**src/controlPkg.sv**
```systemverilog
package controlPkg;

    // ==============================
    // instruction field widths
    localparam int OP_W    = 6;                 // primary opcode
    localparam int FUNCT_W = 6;                 // r-type function field
    localparam int RT_W    = 5;                 // rt, also the regimm selector
    localparam int ALU_W   = 6;                 // alu operation code
    localparam int DM_W    = 2;                 // data memory mode
    localparam int WD_W    = 2;                 // write data source select

    localparam logic [RT_W-1:0] RT_BGEZ = 5'd1; // regimm rt for bgez

    // ==============================
    // instruction encodings
    typedef enum logic [OP_W-1:0] {
        OP_RTYPE  = 6'b000000,
        OP_REGIMM = 6'b000001,                  // bltz / bgez, split on rt
        OP_J      = 6'b000010,
        OP_JAL    = 6'b000011,
        OP_BEQ    = 6'b000100,
        OP_BNE    = 6'b000101,
        OP_BLEZ   = 6'b000110,
        OP_BGTZ   = 6'b000111,
        OP_ADDI   = 6'b001000,
        OP_LUI    = 6'b001111,
        OP_LB     = 6'b100000,
        OP_LH     = 6'b100001,
        OP_LW     = 6'b100011,
        OP_SB     = 6'b101000,
        OP_SH     = 6'b101001,
        OP_SW     = 6'b101011
    } opcode_t;

    typedef enum logic [FUNCT_W-1:0] {
        FN_JR   = 6'b001000,
        FN_MFHI = 6'b010000,
        FN_MTHI = 6'b010001,
        FN_MFLO = 6'b010010,
        FN_MTLO = 6'b010011
    } funct_t;

    // alu codes as the datapath alu expects them
    typedef enum logic [ALU_W-1:0] {
        ALU_AND   = 6'b000000,
        ALU_ADD   = 6'b000010,
        ALU_MOVTH = 6'b001010,
        ALU_MOVTL = 6'b001011,
        ALU_MFHI  = 6'b001100,
        ALU_MFLO  = 6'b001101,
        ALU_BEQ   = 6'b010000,
        ALU_BGTZ  = 6'b010001,
        ALU_BGEZ  = 6'b010010,
        ALU_BLEZ  = 6'b010011,
        ALU_BLTZ  = 6'b010100,
        ALU_BNE   = 6'b010101,
        ALU_LUI   = 6'b100000              // imm << 16
    } aluCode_t;

    typedef enum logic [DM_W-1:0] {
        DM_WORD = 2'b00,
        DM_HALF = 2'b01,
        DM_BYTE = 2'b10
    } dmMode_t;

    typedef enum logic [WD_W-1:0] {
        WD_MEMALU = 2'b00,                      // memtoReg mux output
        WD_REG31  = 2'b01,                      // jal target register
        WD_LINKPC = 2'b11                       // pc + 4
    } writeDst_t;

    // ==============================
    // datapath control flags, regDst is the msb
    typedef struct packed {
        logic regDst;                           // rd instead of rt
        logic branch;
        logic memRead;
        logic memtoReg;                         // alu result instead of memory data
        logic memWrite;
        logic aluSrc2;                          // immExt on alu input b
        logic aluSrc1;                          // shift amount on alu input a
        logic regWrite;
        logic signExt;                          // sign extend the immediate
        logic jump;
        logic condMov;                          // gated by alu zero flag
    } ctrlFlags_t;

    // rows shared by both decoders
    localparam ctrlFlags_t RTYPE_FLAGS = '{regDst: 1'b1, memtoReg: 1'b1, regWrite: 1'b1,
                                           default: 1'b0};
    localparam ctrlFlags_t JUMP_FLAGS  = '{jump: 1'b1, signExt: 1'b1, default: 1'b0};

endpackage

```
**src/ctrlIf.sv**
```systemverilog
`timescale 1ns/1ps

// one decoded control word, decoder to merge stage
interface ctrlIf;
    import controlPkg::*;

    ctrlFlags_t flags;                          // datapath flags
    aluCode_t   aluCode;                        // alu operation
    dmMode_t    dmMode;                         // word / half / byte
    writeDst_t  writeDst;                       // write data source

    // decoder side
    modport src (
        output flags,
        output aluCode,
        output dmMode,
        output writeDst
    );

    // merge side
    modport dst (
        input flags,
        input aluCode,
        input dmMode,
        input writeDst
    );

endinterface

```
**src/ctrlMerge.sv**
```systemverilog
`timescale 1ns/1ps

module ctrlMerge (
    input  logic                  clk,
    input  logic                  arstN,
    input  logic                  instrValid,   // new instruction this edge
    input  logic                  isRType,      // take the function word
    ctrlIf.dst                    opWord,
    ctrlIf.dst                    fnWord,
    output controlPkg::ctrlFlags_t ctrlFlags,
    output controlPkg::aluCode_t   aluControl,
    output controlPkg::dmMode_t    dmControl,
    output controlPkg::writeDst_t  writeDst,
    output logic                  ctrlValid
);
    import controlPkg::*;

    ctrlFlags_t selFlags;
    aluCode_t   selAlu;
    dmMode_t    selDm;
    writeDst_t  selWd;

    // ==============================
    // word select
    always_comb begin
        if (isRType) begin
            selFlags = fnWord.flags;
            selAlu   = fnWord.aluCode;
            selDm    = fnWord.dmMode;
            selWd    = fnWord.writeDst;
        end else begin
            selFlags = opWord.flags;
            selAlu   = opWord.aluCode;
            selDm    = opWord.dmMode;
            selWd    = opWord.writeDst;
        end
    end

    // ==============================
    // output register, one cycle latency
    always_ff @(posedge clk or negedge arstN) begin
        if (!arstN) begin
            ctrlValid  <= 1'b0;
            ctrlFlags  <= '0;
            aluControl <= ALU_AND;              // all zero codes
            dmControl  <= DM_WORD;
            writeDst   <= WD_MEMALU;
        end else begin
            ctrlValid <= instrValid;            // valid follows input by one edge
            if (instrValid) begin
                ctrlFlags  <= selFlags;
                aluControl <= selAlu;
                dmControl  <= selDm;
                writeDst   <= selWd;
            end                                 // otherwise hold last word
        end
    end

endmodule

```
**src/functDecoder.sv**
```systemverilog
`timescale 1ns/1ps

module functDecoder (
    input  controlPkg::funct_t funct,           // r-type function field
    ctrlIf.src                 fnWord           // decoded word
);
    import controlPkg::*;

    ctrlFlags_t flags;
    aluCode_t   aluCode;

    // ==============================
    // function table, runs beside the opcode decoder
    always_comb begin
        flags   = RTYPE_FLAGS;                  // most rows write rd
        aluCode = ALU_AND;
        case (funct)
            FN_MTHI: begin
                aluCode = ALU_MOVTH;
            end
            FN_MTLO: begin
                aluCode = ALU_MOVTL;
            end
            FN_MFHI: begin
                aluCode = ALU_MFHI;
            end
            FN_MFLO: begin
                aluCode = ALU_MFLO;
            end
            FN_JR: begin
                flags = JUMP_FLAGS;             // R[rs] to pc, no write back
            end
            default: begin
                aluCode = ALU_AND;              // unlisted codes act as and
            end
        endcase
    end

    assign fnWord.flags    = flags;
    assign fnWord.aluCode  = aluCode;
    assign fnWord.dmMode   = DM_WORD;           // no memory access on r-type
    assign fnWord.writeDst = WD_MEMALU;         // jr included

endmodule

```
**src/mipsControl.sv**
```systemverilog
`timescale 1ns/1ps

module mipsControl (
    input  logic                           clk,
    input  logic                           arstN,
    input  logic                           instrValid,
    input  logic [controlPkg::OP_W-1:0]    op,
    input  logic [controlPkg::FUNCT_W-1:0] funct,
    input  logic [controlPkg::RT_W-1:0]    rt,
    output logic                           ctrlValid,
    output logic                           regDst,
    output logic                           branch,
    output logic                           memRead,
    output logic                           memtoReg,
    output logic                           memWrite,
    output logic                           aluSrc2,
    output logic                           aluSrc1,
    output logic                           regWrite,
    output logic                           signExt,
    output logic                           jump,
    output logic                           condMov,
    output logic [controlPkg::ALU_W-1:0]   aluControl,
    output logic [controlPkg::DM_W-1:0]    dmControl,
    output logic [controlPkg::WD_W-1:0]    writeDst
);
    import controlPkg::*;

    opcode_t    opCode;
    funct_t     fnCode;
    logic       isRType;
    ctrlFlags_t flagsQ;                         // registered flags
    aluCode_t   aluQ;
    dmMode_t    dmQ;
    writeDst_t  wdQ;

    assign opCode = opcode_t'(op);              // raw field onto the enum
    assign fnCode = funct_t'(funct);

    ctrlIf opWord ();
    ctrlIf fnWord ();

    // ==============================
    // decode and register
    opcodeDecoder i_opDec (.op(opCode), .rt(rt), .opWord(opWord), .isRType(isRType));

    functDecoder i_fnDec (.funct(fnCode), .fnWord(fnWord));

    ctrlMerge i_merge (
        .clk(clk), .arstN(arstN), .instrValid(instrValid), .isRType(isRType),
        .opWord(opWord), .fnWord(fnWord),
        .ctrlFlags(flagsQ), .aluControl(aluQ), .dmControl(dmQ), .writeDst(wdQ),
        .ctrlValid(ctrlValid)
    );

    // flag struct out onto single bit ports
    assign regDst   = flagsQ.regDst;
    assign branch   = flagsQ.branch;
    assign memRead  = flagsQ.memRead;
    assign memtoReg = flagsQ.memtoReg;
    assign memWrite = flagsQ.memWrite;
    assign aluSrc2  = flagsQ.aluSrc2;
    assign aluSrc1  = flagsQ.aluSrc1;           // always zero for now
    assign regWrite = flagsQ.regWrite;
    assign signExt  = flagsQ.signExt;
    assign jump     = flagsQ.jump;
    assign condMov  = flagsQ.condMov;           // always zero for now

    assign aluControl = aluQ;
    assign dmControl  = dmQ;
    assign writeDst   = wdQ;

endmodule

```
**src/opcodeDecoder.sv**
```systemverilog
`timescale 1ns/1ps

module opcodeDecoder (
    input  controlPkg::opcode_t     op,         // primary opcode
    input  logic [controlPkg::RT_W-1:0] rt,     // regimm branch selector
    ctrlIf.src                      opWord,     // decoded word
    output logic                    isRType     // function field decides
);
    import controlPkg::*;

    ctrlFlags_t flags;
    aluCode_t   aluCode;
    dmMode_t    dmMode;
    writeDst_t  writeDst;

    // ==============================
    // opcode table
    always_comb begin
        flags    = '0;                          // start from an empty row
        aluCode  = ALU_AND;
        dmMode   = DM_WORD;
        writeDst = WD_MEMALU;
        case (op)
            OP_LW, OP_LH, OP_LB: begin
                flags.memRead  = 1'b1;
                flags.aluSrc2  = 1'b1;          // base + offset
                flags.regWrite = 1'b1;
                flags.signExt  = 1'b1;
                aluCode        = ALU_ADD;
                if (op == OP_LH) begin
                    dmMode = DM_HALF;
                end else if (op == OP_LB) begin
                    dmMode = DM_BYTE;
                end
            end
            OP_LUI: begin
                flags.memRead  = 1'b1;          // kept high as in the datapath
                flags.aluSrc2  = 1'b1;
                flags.regWrite = 1'b1;
                flags.signExt  = 1'b1;          // don't care
                aluCode        = ALU_LUI;
            end
            OP_SW, OP_SH, OP_SB: begin
                flags.memWrite = 1'b1;
                flags.aluSrc2  = 1'b1;          // base + offset
                flags.signExt  = 1'b1;
                aluCode        = ALU_ADD;
                if (op == OP_SH) begin
                    dmMode = DM_HALF;
                end else if (op == OP_SB) begin
                    dmMode = DM_BYTE;
                end
            end
            OP_BEQ: begin
                flags.branch  = 1'b1;
                flags.signExt = 1'b1;           // signed word offset
                aluCode       = ALU_BEQ;
            end
            OP_BNE: begin
                flags.branch  = 1'b1;
                flags.signExt = 1'b1;
                aluCode       = ALU_BNE;
            end
            OP_BGTZ: begin
                flags.branch  = 1'b1;
                flags.signExt = 1'b1;
                aluCode       = ALU_BGTZ;
            end
            OP_BLEZ: begin
                flags.branch  = 1'b1;
                flags.signExt = 1'b1;
                aluCode       = ALU_BLEZ;
            end
            OP_REGIMM: begin
                flags.branch  = 1'b1;
                flags.signExt = 1'b1;
                // rt 1 is bgez, everything else falls to bltz
                aluCode       = (rt == RT_BGEZ) ? ALU_BGEZ : ALU_BLTZ;
            end
            OP_J: begin
                flags = JUMP_FLAGS;
            end
            OP_JAL: begin
                flags    = JUMP_FLAGS;
                writeDst = WD_REG31;            // return address to $31
            end
            OP_ADDI: begin
                flags.memtoReg = 1'b1;          // alu result back
                flags.aluSrc2  = 1'b1;
                flags.regWrite = 1'b1;
                flags.signExt  = 1'b1;
                aluCode        = ALU_ADD;
            end
            default: begin
                flags = RTYPE_FLAGS;            // and row, also rtype
            end
        endcase
    end

    assign opWord.flags    = flags;
    assign opWord.aluCode  = aluCode;
    assign opWord.dmMode   = dmMode;
    assign opWord.writeDst = writeDst;

    assign isRType = (op == OP_RTYPE);          // hand over to functDecoder

endmodule

```
**config.mk**
```make
export PLATFORM = sky130hd
export DESIGN_NAME = mipsControl
export DESIGN_NICKNAME = d
export VERILOG_FILES = /design/src/controlPkg.sv /design/src/ctrlIf.sv /design/src/ctrlMerge.sv /design/src/functDecoder.sv /design/src/mipsControl.sv /design/src/opcodeDecoder.sv
export SDC_FILE = /design/constraint.sdc
export NUM_CORES = 1
export LEC_CHECK = 0
export ABC_AREA = 0
export ABC_CLOCK_PERIOD_IN_PS = 1200
export BUFFER_PORTS_ARGS = -buffer_cell sky130_fd_sc_hd__buf_2
export CAP_MARGIN = 40
export CORE_MARGIN = 2
export CORE_UTILIZATION = 39
export CTS_CLUSTER_SIZE = 30
export DETAILED_ROUTE_END_ITERATION = 16
export GPL_ROUTABILITY_DRIVEN = 0
export PLACE_DENSITY_LB_ADDON = 0.1
export RECOVER_POWER = 50
export SLEW_MARGIN = 20
export SYNTH_ARGS = -nofsm -noshare
export SYNTH_HDL_FRONTEND = slang
export SYNTH_SLANG_ARGS = --single-unit
```
**constraint.sdc**
```tcl
create_clock -name clk -period 1.2 [get_ports clk]
set_clock_uncertainty 0.1 [all_clocks]
set_input_delay 0.06 -clock clk [delete_from_list [all_inputs] [get_ports clk]]
set_output_delay 0.06 -clock clk [all_outputs]
set_load 0.1 [all_outputs]
```
-- Word-level counts from Yosys, hierarchy flattened
Cells that the tools add are included.
- add/sub/neg operators: 0
- $mul: 0
- div/mod/pow operators: 0
- $lt $le $gt $ge: 0
- equality and inequality tests: 21
- shift operators: 0
- multiplexer cells: 23
- bitwise operators: 0
- reductions and logical operators: 11
- operator list (operator ; count):
    6-bit case mux with 7 select lines ; 1
    6-bit equality test, second input constant ; 6
    6-bit by 3-bit equality test with 1-bit output, second input constant ; 4
    6-bit by 5-bit equality test with 1-bit output, second input constant ; 4
    11-bit 2-to-1 mux ; 2
    6-bit by 4-bit equality test with 1-bit output, second input constant ; 3
    4-bit case mux with 4 select lines ; 1
    15-bit OR reduction ; 1
    14-bit OR reduction ; 1
    6-bit by 2-bit equality test with 1-bit output, second input constant ; 2
    2-bit 2-to-1 mux ; 6
    1-bit 2-to-1 mux ; 10
    10-bit OR reduction ; 1
    8-bit OR reduction ; 1
    7-bit OR reduction ; 1
    6-bit by 1-bit equality test with 1-bit output, second input constant ; 1
    6-bit logical NOT ; 1
    6-bit 2-to-1 mux ; 1
    3-bit OR reduction ; 2
    5-bit by 1-bit equality test with 1-bit output, second input constant ; 1
    5-bit OR reduction ; 1
    2-bit case mux with 2 select lines ; 1
    4-bit OR reduction ; 1
    3-bit 2-to-1 mux ; 1
    2-bit OR reduction ; 1
- bits in registers: 22
- latch bits: 0
- RAM bits: 0
- bits in read-only memories: 0
- output and inout bits: 22
- word-level logic and storage cells: 70
- memories kept: 0

-- Logic depth before layout (Yosys ltp)
Gate-level depths: netlist of the first run.
- depth in word-level cells: 5
- gate-level depth with buffers: 5
- depth with buffers taken out: 4

-- Modules after synthesis
From an unflattened synthesis of the first run, not the netlist that was laid out.
- cells, all modules: 184
- area total of the unflattened synthesis: 1624.1 sq um
- by module, submodules not included (module ; times used ; cells an instance ; area an instance (sq um) ; seq. area each (sq um)):
    ctrlMerge ; 1 ; 93 ; 1002.2 ; 550.5
    opcodeDecoder ; 1 ; 67 ; 435.4 ; 0.0
    functDecoder ; 1 ; 24 ; 186.4 ; 0.0

-- Least setup slack after synthesis of the first run
No wires, ideal clock.
- path kind: register to register
- start: register, netlist name i_merge.aluControl[3]
- end: register i_merge.aluControl[3]
- data arrival time: 1130 ps
- path slack: -156 ps
- stages on the path, launching flop included: 2
- period minus slack after synthesis: 1356 ps
- cell sequence: dfrtp_1 -> mux2_2
- RTL lines (what ; line ; RTL):
    to (signal assigned) ; ctrlMerge.sv:52 ; aluControl <= selAlu;
    to (decl) ; ctrlMerge.sv:11 ; output controlPkg::aluCode_t aluControl,

-- Worst setup path after layout of the first run
- start: input instrValid
- end: register i_merge.aluControl[3]
- RTL lines (what ; line ; RTL):
    from (decl) ; mipsControl.sv:6 ; input logic instrValid,
No word-level cell between the ends.

==> out/metrics.cfg, run 1 <==
[cts]
cts_buffer_depth=2
cts_tree=yes
cts.sinks=19
clkTransAtPathRegs_ns=0.11
cts_setup_buffers=0
cts_buffers=3
clockRootBuffer=clkbuf_4
clock_latency_ns=0.32
htree_levels=1

[floorplan]
core_area_sq_um=2450
die_w_um=54.4
fp.dieArea_sq_um=2960
io_pins=42
start_util_pct=40.4
fp.dieH_um=54.4
num_rows=18

[cells_and_area]
seqCellArea_sq_um=493
multi_input_area_sq_um=469
fill_cells=189
post-route-util_pct=71.8
final_net_count=183
finalNonFillerCells=192
drive_above_1_share_pct=54.9
syn2layout_area_growth_pct=77.6
antenna_cells=0

[timing]
rsz0062_at_grt=false
setup_ws_ns=0.0626
period_needed_ns=1.14
min_period_over_period_pct=94.8
worst_pin_slew_ns=0.548
fin_tns_setup_ns=0
slew_violations=0
maxSlewHeadroom_pct=63.2
fmax_mhz=879
hold_viol=0
setup_viol=0

[synthesis]
synthTopCellsByCount=dfrtp_1, inv_1, a21oi_1, nor2_1, o2bb2ai_1
synthCells=95
synth_most_common_cell=dfrtp_1
synth-seq-cells=19
synthFlopType=dfrtp_1
yosys-top-cells-area=dfrtp_1, o2bb2ai_1, a21oi_1, inv_1, o22a_1
yosysWarnings=0
yosys.area.top_type=dfrtp_1
yosysSeqAreaShare_pct=47.9
avgSynthCellArea_sq_um=10.4
synth.cell_area_sq_um=992
yosysTopAreaCellShare_pct=47.9
synth_cell_types=40
synthArstFlopShare_pct=100
synth_edf_count=0

[placement]
place_inst=183
dp_hpwl_um=2020
port_buffers=38
pre_cts_slack_ns=-0.289

[power_and_ir_drop]
p_leak_nw=0.778
fin_total_pwr_w=0.00170
power_density_nw_per_um2=965
vdd_ir_drop_max_mv=0.799

[routing]
wl_met3_um=112
drt_iter0_drc=20
wl_met1_um=1090
wl_met2_um=1300
dr.pass1.iters=4
wire_per_inst_um=13.2
vias=988
top_layer_used=met4
ant_nets=0
routed_wirelength_um=2540
drc_errors=0
viasPerCell=5.15

[hold_path]
hold_class=in -> reg

[critical_path]
end_kind=flip-flop
cp_max_fo=15
cp-start-kind=primary input
crit_type=in -> reg
required_ns=1.30
worst-r2r-setup-slack_ns=0.29
crit_arrival_ns=1.24

[global_route]
antenna_found_initial=0
grt_pass1_wl_um=4010
overflow=0
first_global_vias=903
grt_max_degree=20
grtUsageTotal_pct=19.2

[flow_run]
maxCapViolations=0

[status]
status=finished clean

==> cells by family (layout without fill, tap and decap cells) <==
kind of cell / after synthesis / after routing / synth area share, %
simple gates: 32 / 32 / 20.6
compound gates: 28 / 28 / 22.8
flops: 19 / 19 / 47.9
buf+inv: 14 / 79 / 7.19
other cells: 1 / 3 / 0.378
mux: 1 / 1 / 1.13
==> registers in the layout (all words and copies together) (netlist names) <==
register	count
i_merge.aluControl	6
i_merge.ctrlFlags	9
i_merge.ctrlValid	1
i_merge.dmControl	2
i_merge.writeDst	1
==> power breakdown <==
part           leakage, nW  switching [W]  total [W]  internal, W
combinational        0.539       0.000403   0.000648     0.000245
clock               0.0150       0.000214   0.000345     0.000130
sequential           0.224      0.0000332   0.000707     0.000674
==> placed cells by master (no fill, tap or decap), drive strengths merged, types with 2 or more instances in the layout <==
cell type and count:
buf 60, dfrtp 19, inv 7, clkbuf 7, nor2 6, a21oi 6
nor3 6, o2bb2ai 5, dlygate4sd3 5, nand3 3, o22a 3, conb 3
or4 2, nand2b 2, or3 2, o21ai 2, nand2 2, a22o 2
or4b 2, or2 2, o31ai 2
==> through the flow <==
stage / area, sq um / hold WS, ns
final: 1760 / 0.00405
after global routing: 1760 / 0.0193
after CTS: 1770 / 0.00346
after detailed placement: 1700 / -0.0651
after global placement: 1700 / -0.0797
after floorplan: 1040 / -0.336
==> worst max-delay path: stages <==
cell and delay (ns):
buf_2 0.09, dlygate4sd3_1 0.54, buf_4 0.20, mux2_2 0.35
==> timing repair <==
| item | CTS | global route |
|---|---|---|
| hold buffers | 5 | 0 |
| resized for setup | 0 | 1 |
| setup endpoints to repair | 0 | 1 |
| hold endpoints to repair | 23 | 0 |
==> area by class of cell <==
cell class	instances	area share [%]
clock buffer	4	1.49
inverter	7	1.49
multi-input combinational	64	26.6
sequential	19	28.0
tap	30	2.13
timing repair buffer	68	40.3
==> final timing paths <==
kind,start,cells after the start,endpoint
max,instrValid,4,i_merge.aluControl[3]$_DFFE_PN0P_
max reg2reg,i_merge.aluControl[3]$_DFFE_PN0P_,1,i_merge.aluControl[3]$_DFFE_PN0P_
min,instrValid,4,i_merge.aluControl[2]$_DFFE_PN0P_
min in group asynchronous,arstN,2,i_merge.aluControl[4]$_DFFE_PN0P_
max in group asynchronous,arstN,2,i_merge.ctrlFlags[10]$_DFFE_PN0P_
min reg2reg,i_merge.dmControl[1]$_DFFE_PN0P_,1,i_merge.dmControl[1]$_DFFE_PN0P_
==> metal layers <==
metal,up-vias,track usage (%)
li1,485,-
met1,473,24.7
met2,27,32.3
met3,3,2.73
met4,0,7.50
met5,-,0
Power figures use the tool's default switching activity.
==> run 2, diff against run 1 <==
Settings changed: RECOVER_POWER 50 to default.
==> run 2 against run 1 <==
Final area increased by 0.92%. Hold slack improved by 0.0038 ns. Non-clock buffer count stayed put. Sequential share of layout area down 0.26 points. Via count fell by 0.10%. Critical path depth did not move. Largest cell class unchanged. Highest routed layer unchanged.
==> out/metrics.cfg, run 2 (synthesis results as in run 1) <==
[timing]
period_needed_ns=1.14
min_period_over_period_pct=95.3
rsz0062_at_grt=false
maxSlewHeadroom_pct=63.8
hold_viol=0
fmax_mhz=874
worst_pin_slew_ns=0.539
slew_violations=0
setup_viol=0

[cells_and_area]
drive_above_1_share_pct=56.8
layout.cells.most_common_list=buf_4, buf_2, buf_12
final_net_count=183
top_register=i_merge.ctrlFlags
syn2layout_area_growth_pct=79.2
fill_cells=185
seqCellArea_sq_um=493
multi_input_area_sq_um=482
post-route-util_pct=72.4
final_common_cell=buf_4
antenna_cells=0
reg_top3=i_merge.ctrlFlags (9), i_merge.aluControl (6), i_merge.dmControl (2)
largest_reg_flops=9
finish.instance_area_sq_um=1780

[floorplan]
num_rows=18
core_area_sq_um=2450
io_pins=42
fp.dieArea_sq_um=2960
die_w_um=54.4
fp.dieH_um=54.4
start_util_pct=40.4

[cts]
htree_levels=1
cts.sinks=19
cts_buffers=3
clock_latency_ns=0.32
clockRootBuffer=clkbuf_4
clkTransAtPathRegs_ns=0.12
cts_setup_buffers=0
cts_buffer_depth=2
cts_tree=yes

[critical_path]
end_kind=flip-flop
crit_type=in -> reg
cp-start-kind=primary input
crit_arrival_ns=1.25
worst_r2r_path_depth=1
required_ns=1.30
reg2reg_to=i_merge.aluControl[3]$_DFFE_PN0P_
r2r-start=i_merge.aluControl[3]$_DFFE_PN0P_
cp_max_fo=15
worst-r2r-setup-slack_ns=0.29

[hold_path]
holdPathEnd=i_merge.aluControl[2]$_DFFE_PN0P_
hold_start=instrValid
hold_class=in -> reg
worstHoldPathCells=4

[status]
status=finished clean

[routing]
viasPerCell=5.14
wire_per_inst_um=13.2
routed_wirelength_um=2540
drc_errors=0
vias=987
drt_iter0_drc=20
dr.pass1.iters=4
ant_nets=0

[global_route]
overflow=0
grt_pass1_wl_um=4010
grt_max_degree=20
antenna_found_initial=0
first_global_vias=903
grtUsageTotal_pct=19.2

[power_and_ir_drop]
power_density_nw_per_um2=959
vdd_ir_drop_max_mv=0.799
p_leak_nw=0.787

[flow_run]
maxCapViolations=0

[placement]
place_area_sq_um=1700
dp_hpwl_um=2020
port_buffers=38

run 2: changes by cell type in the layout (fill, tap and decap cells not counted):
cell,change
clkbuf_4,-1
clkbuf_2,-1
or3_1,-1
buf_4,+2
o32ai_2,+1
o32ai_1,-1
buf_2,+1
clkbuf_1,-1
or3_4,+1
run 2: final cells by class:
cell class / count / area share [%]
Tap cell: 30 / 2.11
Timing Repair Buffer: 68 / 40.1
Multi-Input combinational cell: 64 / 27.1
Inverter: 7 / 1.48
Clock buffer: 4 / 1.48
Sequential cell: 19 / 27.7
run 2: worst max path at each step:
| stage | startpoint | end | cells after the start |
|---|---|---|---|
| after floorplan | funct[2] | i_merge.ctrlFlags[10]$_DFFE_PN0P_ | 4 |
| after global placement | funct[2] | i_merge.ctrlFlags[10]$_DFFE_PN0P_ | 5 |
| after detailed placement | funct[2] | i_merge.ctrlFlags[10]$_DFFE_PN0P_ | 5 |
| after CTS | funct[2] | i_merge.ctrlFlags[10]$_DFFE_PN0P_ | 5 |
| after global routing | funct[2] | i_merge.ctrlFlags[10]$_DFFE_PN0P_ | 5 |
| final | instrValid | i_merge.aluControl[3]$_DFFE_PN0P_ | 4 |
run 2: per-layer routing:
layer,global-route usage [%],wire (um),vias up
met3,2.73,111,3
met2,32.3,1310,25
li1,-,-,485
met4,7.50,38,0
met5,0,0,-
met1,24.7,1080,474
run 2: critical path: stages:
cell	delay [ns]
buf_2	0.09
dlygate4sd3_1	0.54
buf_4	0.21
mux2_2	0.35
run 2: report_power, final:
group          leakage, nW  switching, W  internal [W]
Sequential           0.224     0.0000332      0.000674
Clock               0.0150      0.000215      0.000130
Combinational        0.548      0.000404      0.000248
run 2: through the flow:
stage	total power [W]	setup WS, ns	hold slack [ns]	cells	setup TNS (ns)
after floorplan	0.00108	-0.113	-0.336	97	-0.553
after detailed placement	0.00136	-0.289	-0.0651	183	-2.39
after global routing	0.00177	0.0199	0.0239	192	0
after CTS	0.00171	0.0488	0.00346	192	0
after global placement	0.00135	-0.256	-0.0797	183	-2.11
final	0.00170	0.0559	0.00781	192	0
run 2: what timing repair did:
action / 4_1_cts / 5_1_grt
gates resized for setup: 0 / 1
endpoints found under the setup margin: 0 / 1
hold endpoints to repair: 23 / 0
hold buffers: 5 / 0
==> run 3, diff against run 2 <==
Settings changed: REMOVE_ABC_BUFFERS from default to 1.
==> run 3 against run 2 <==
Power shrank 2.3%. Count of clock-buffer cells in the layout is 1 lower. Sequential share of layout area up 0.15 points. Clock power down 5%. First-iteration DRC count fell by 20%. Register-to-register slack about the same. Worst setup slack worse by 0.037 ns. Largest cell class unchanged. Largest power group unchanged. Highest routed layer unchanged.
==> out/metrics.cfg, run 3 (synthesis results as in run 1) <==
[status]
status=finished clean

[global_route]
antenna_found_initial=0
grt_max_degree=20
grtUsageTotal_pct=20.6
overflow=0
grt_pass1_wl_um=4410
first_global_vias=1047

[critical_path]
reg2reg_to=i_merge.aluControl[3]$_DFFE_PN0P_
crit_arrival_ns=1.31
worstSetupEndpoint=i_merge.aluControl[1]$_DFFE_PN0P_
cp-start-kind=primary input
required_ns=1.33
max_stage_delay_ns=0.70
worst_r2r_path_depth=1
r2r-start=i_merge.aluControl[3]$_DFFE_PN0P_
crit_type=in -> reg
cp_slowest_cell=or4b_2
end_kind=flip-flop
crit_chain=buf_2 -> or4b_2 -> nor3_4 -> a211oi_1 -> a21oi_1
cp_max_fo=4
worst-r2r-setup-slack_ns=0.29
startpoint=funct[2]

[cells_and_area]
syn2layout_area_growth_pct=71.9
reg_top3=i_merge.ctrlFlags (9), i_merge.aluControl (6), i_merge.dmControl (2)
largest_reg_flops=9
final_common_cell=buf_4
layout.cells.most_common_list=buf_4, dfrtp_1, buf_2, buf_12, inv_1
top_register=i_merge.ctrlFlags
drive_above_1_share_pct=44.9
final_net_count=179
multi_input_area_sq_um=453
antenna_cells=0
fill_cells=197
seqCellArea_sq_um=475
finalNonFillerCells=188

[timing]
setup_viol=0
worst_pin_slew_ns=0.501
slew_violations=0
fmax_mhz=847
rsz0062_at_grt=false
min_period_over_period_pct=98.4
period_needed_ns=1.18
holdWs_ns=0.0342
hold_viol=0
maxSlewHeadroom_pct=65.7

[floorplan]
num_rows=18
start_util_pct=40.4
fp.dieArea_sq_um=2960
die_w_um=54.4
core_area_sq_um=2450
fp.dieH_um=54.4
io_pins=42

[cts]
cts.sinks=19
hold_buffers=6
clkTransAtPathRegs_ns=0.12
cts_buffer_depth=2
clockRootBuffer=clkbuf_4
clock_latency_ns=0.29
cts_setup_buffers=0
cts_resized=0
cts_tree=yes
cts_buffers=3
htree_levels=1

[routing]
dr.pass1.iters=6
vias=984
routed_wirelength_um=2480
wire_per_inst_um=13.2
drc_errors=0
viasPerCell=5.23
ant_nets=0
drt_iter0_drc=16

[placement]
place_inst=178
port_buffers=38
dp_hpwl_um=2000

[hold_path]
hold_class=in -> reg

[power_and_ir_drop]
p_leak_nw=0.776
power_density_nw_per_um2=977
fin_total_pwr_w=0.00167
vdd_ir_drop_max_mv=0.747

[flow_run]
maxCapViolations=0

run 3: worst max-delay path, delay by kind of cell:
| family | cells | cell delay, ns |
|---|---|---|
| AO/OA/AOI/OAI | 2 | 0.25 |
| AND/OR/NAND/NOR | 2 | 0.89 |
| buffers and inverters | 1 | 0.10 |
run 3: worst min path at each step:
stage                           from  slack (ns)                                end  cells past startpoint
after floorplan                arstN       -0.34  i_merge.aluControl[0]$_DFFE_PN0P_                      0
after global placement         arstN       -0.08        i_merge.ctrlValid$_DFF_PN0_                      1
after detailed placement       arstN       -0.08        i_merge.ctrlValid$_DFF_PN0_                      1
after CTS                 instrValid        0.04  i_merge.aluControl[2]$_DFFE_PN0P_                      4
after global routing      instrValid        0.07    i_merge.writeDst[0]$_DFFE_PN0P_                      3
final                     instrValid        0.03  i_merge.aluControl[2]$_DFFE_PN0P_                      4
run 3: power breakdown:
part	total [W]	internal (W)	leakage (nW)	switching (W)
registers	0.000705	0.000671	0.245	0.0000342
logic	0.000631	0.000234	0.513	0.000397
clock network	0.000330	0.000124	0.0177	0.000206
total	0.00167	0.00103	0.776	0.000638
run 3: final cells by class:
| class | count | area share (%) |
|---|---|---|
| timing repair buffer | 64 | 40.2 |
| sequential | 19 | 27.9 |
| tap | 30 | 2.20 |
| multi-input combinational | 64 | 26.6 |
| clock inverter | 1 | 0.293 |
| clock buffer | 3 | 1.32 |
| inverter | 7 | 1.54 |
run 3: metrics by stage:
stage               area (sq um)  util (%)  worst slack, ns  TNS [ns]
finish                      1710      69.5           0.0193         0
global route                1710      69.5          0.00540         0
CTS                         1710      69.5           0.0298         0
detailed placement          1620      65.9           -0.300     -2.72
global placement            1620      65.9           -0.265     -2.49
floorplan                    955         -           -0.156     -1.61
run 3: layer usage:
layer | track usage [%] | routed length, um | share of wire, %
met5 | 0 | 0 | 0
met3 | 2.73 | 113 | 4.5
met4 | 6.25 | 17 | 0.68
met2 | 35.9 | 1290 | 52
met1 | 26.3 | 1060 | 43
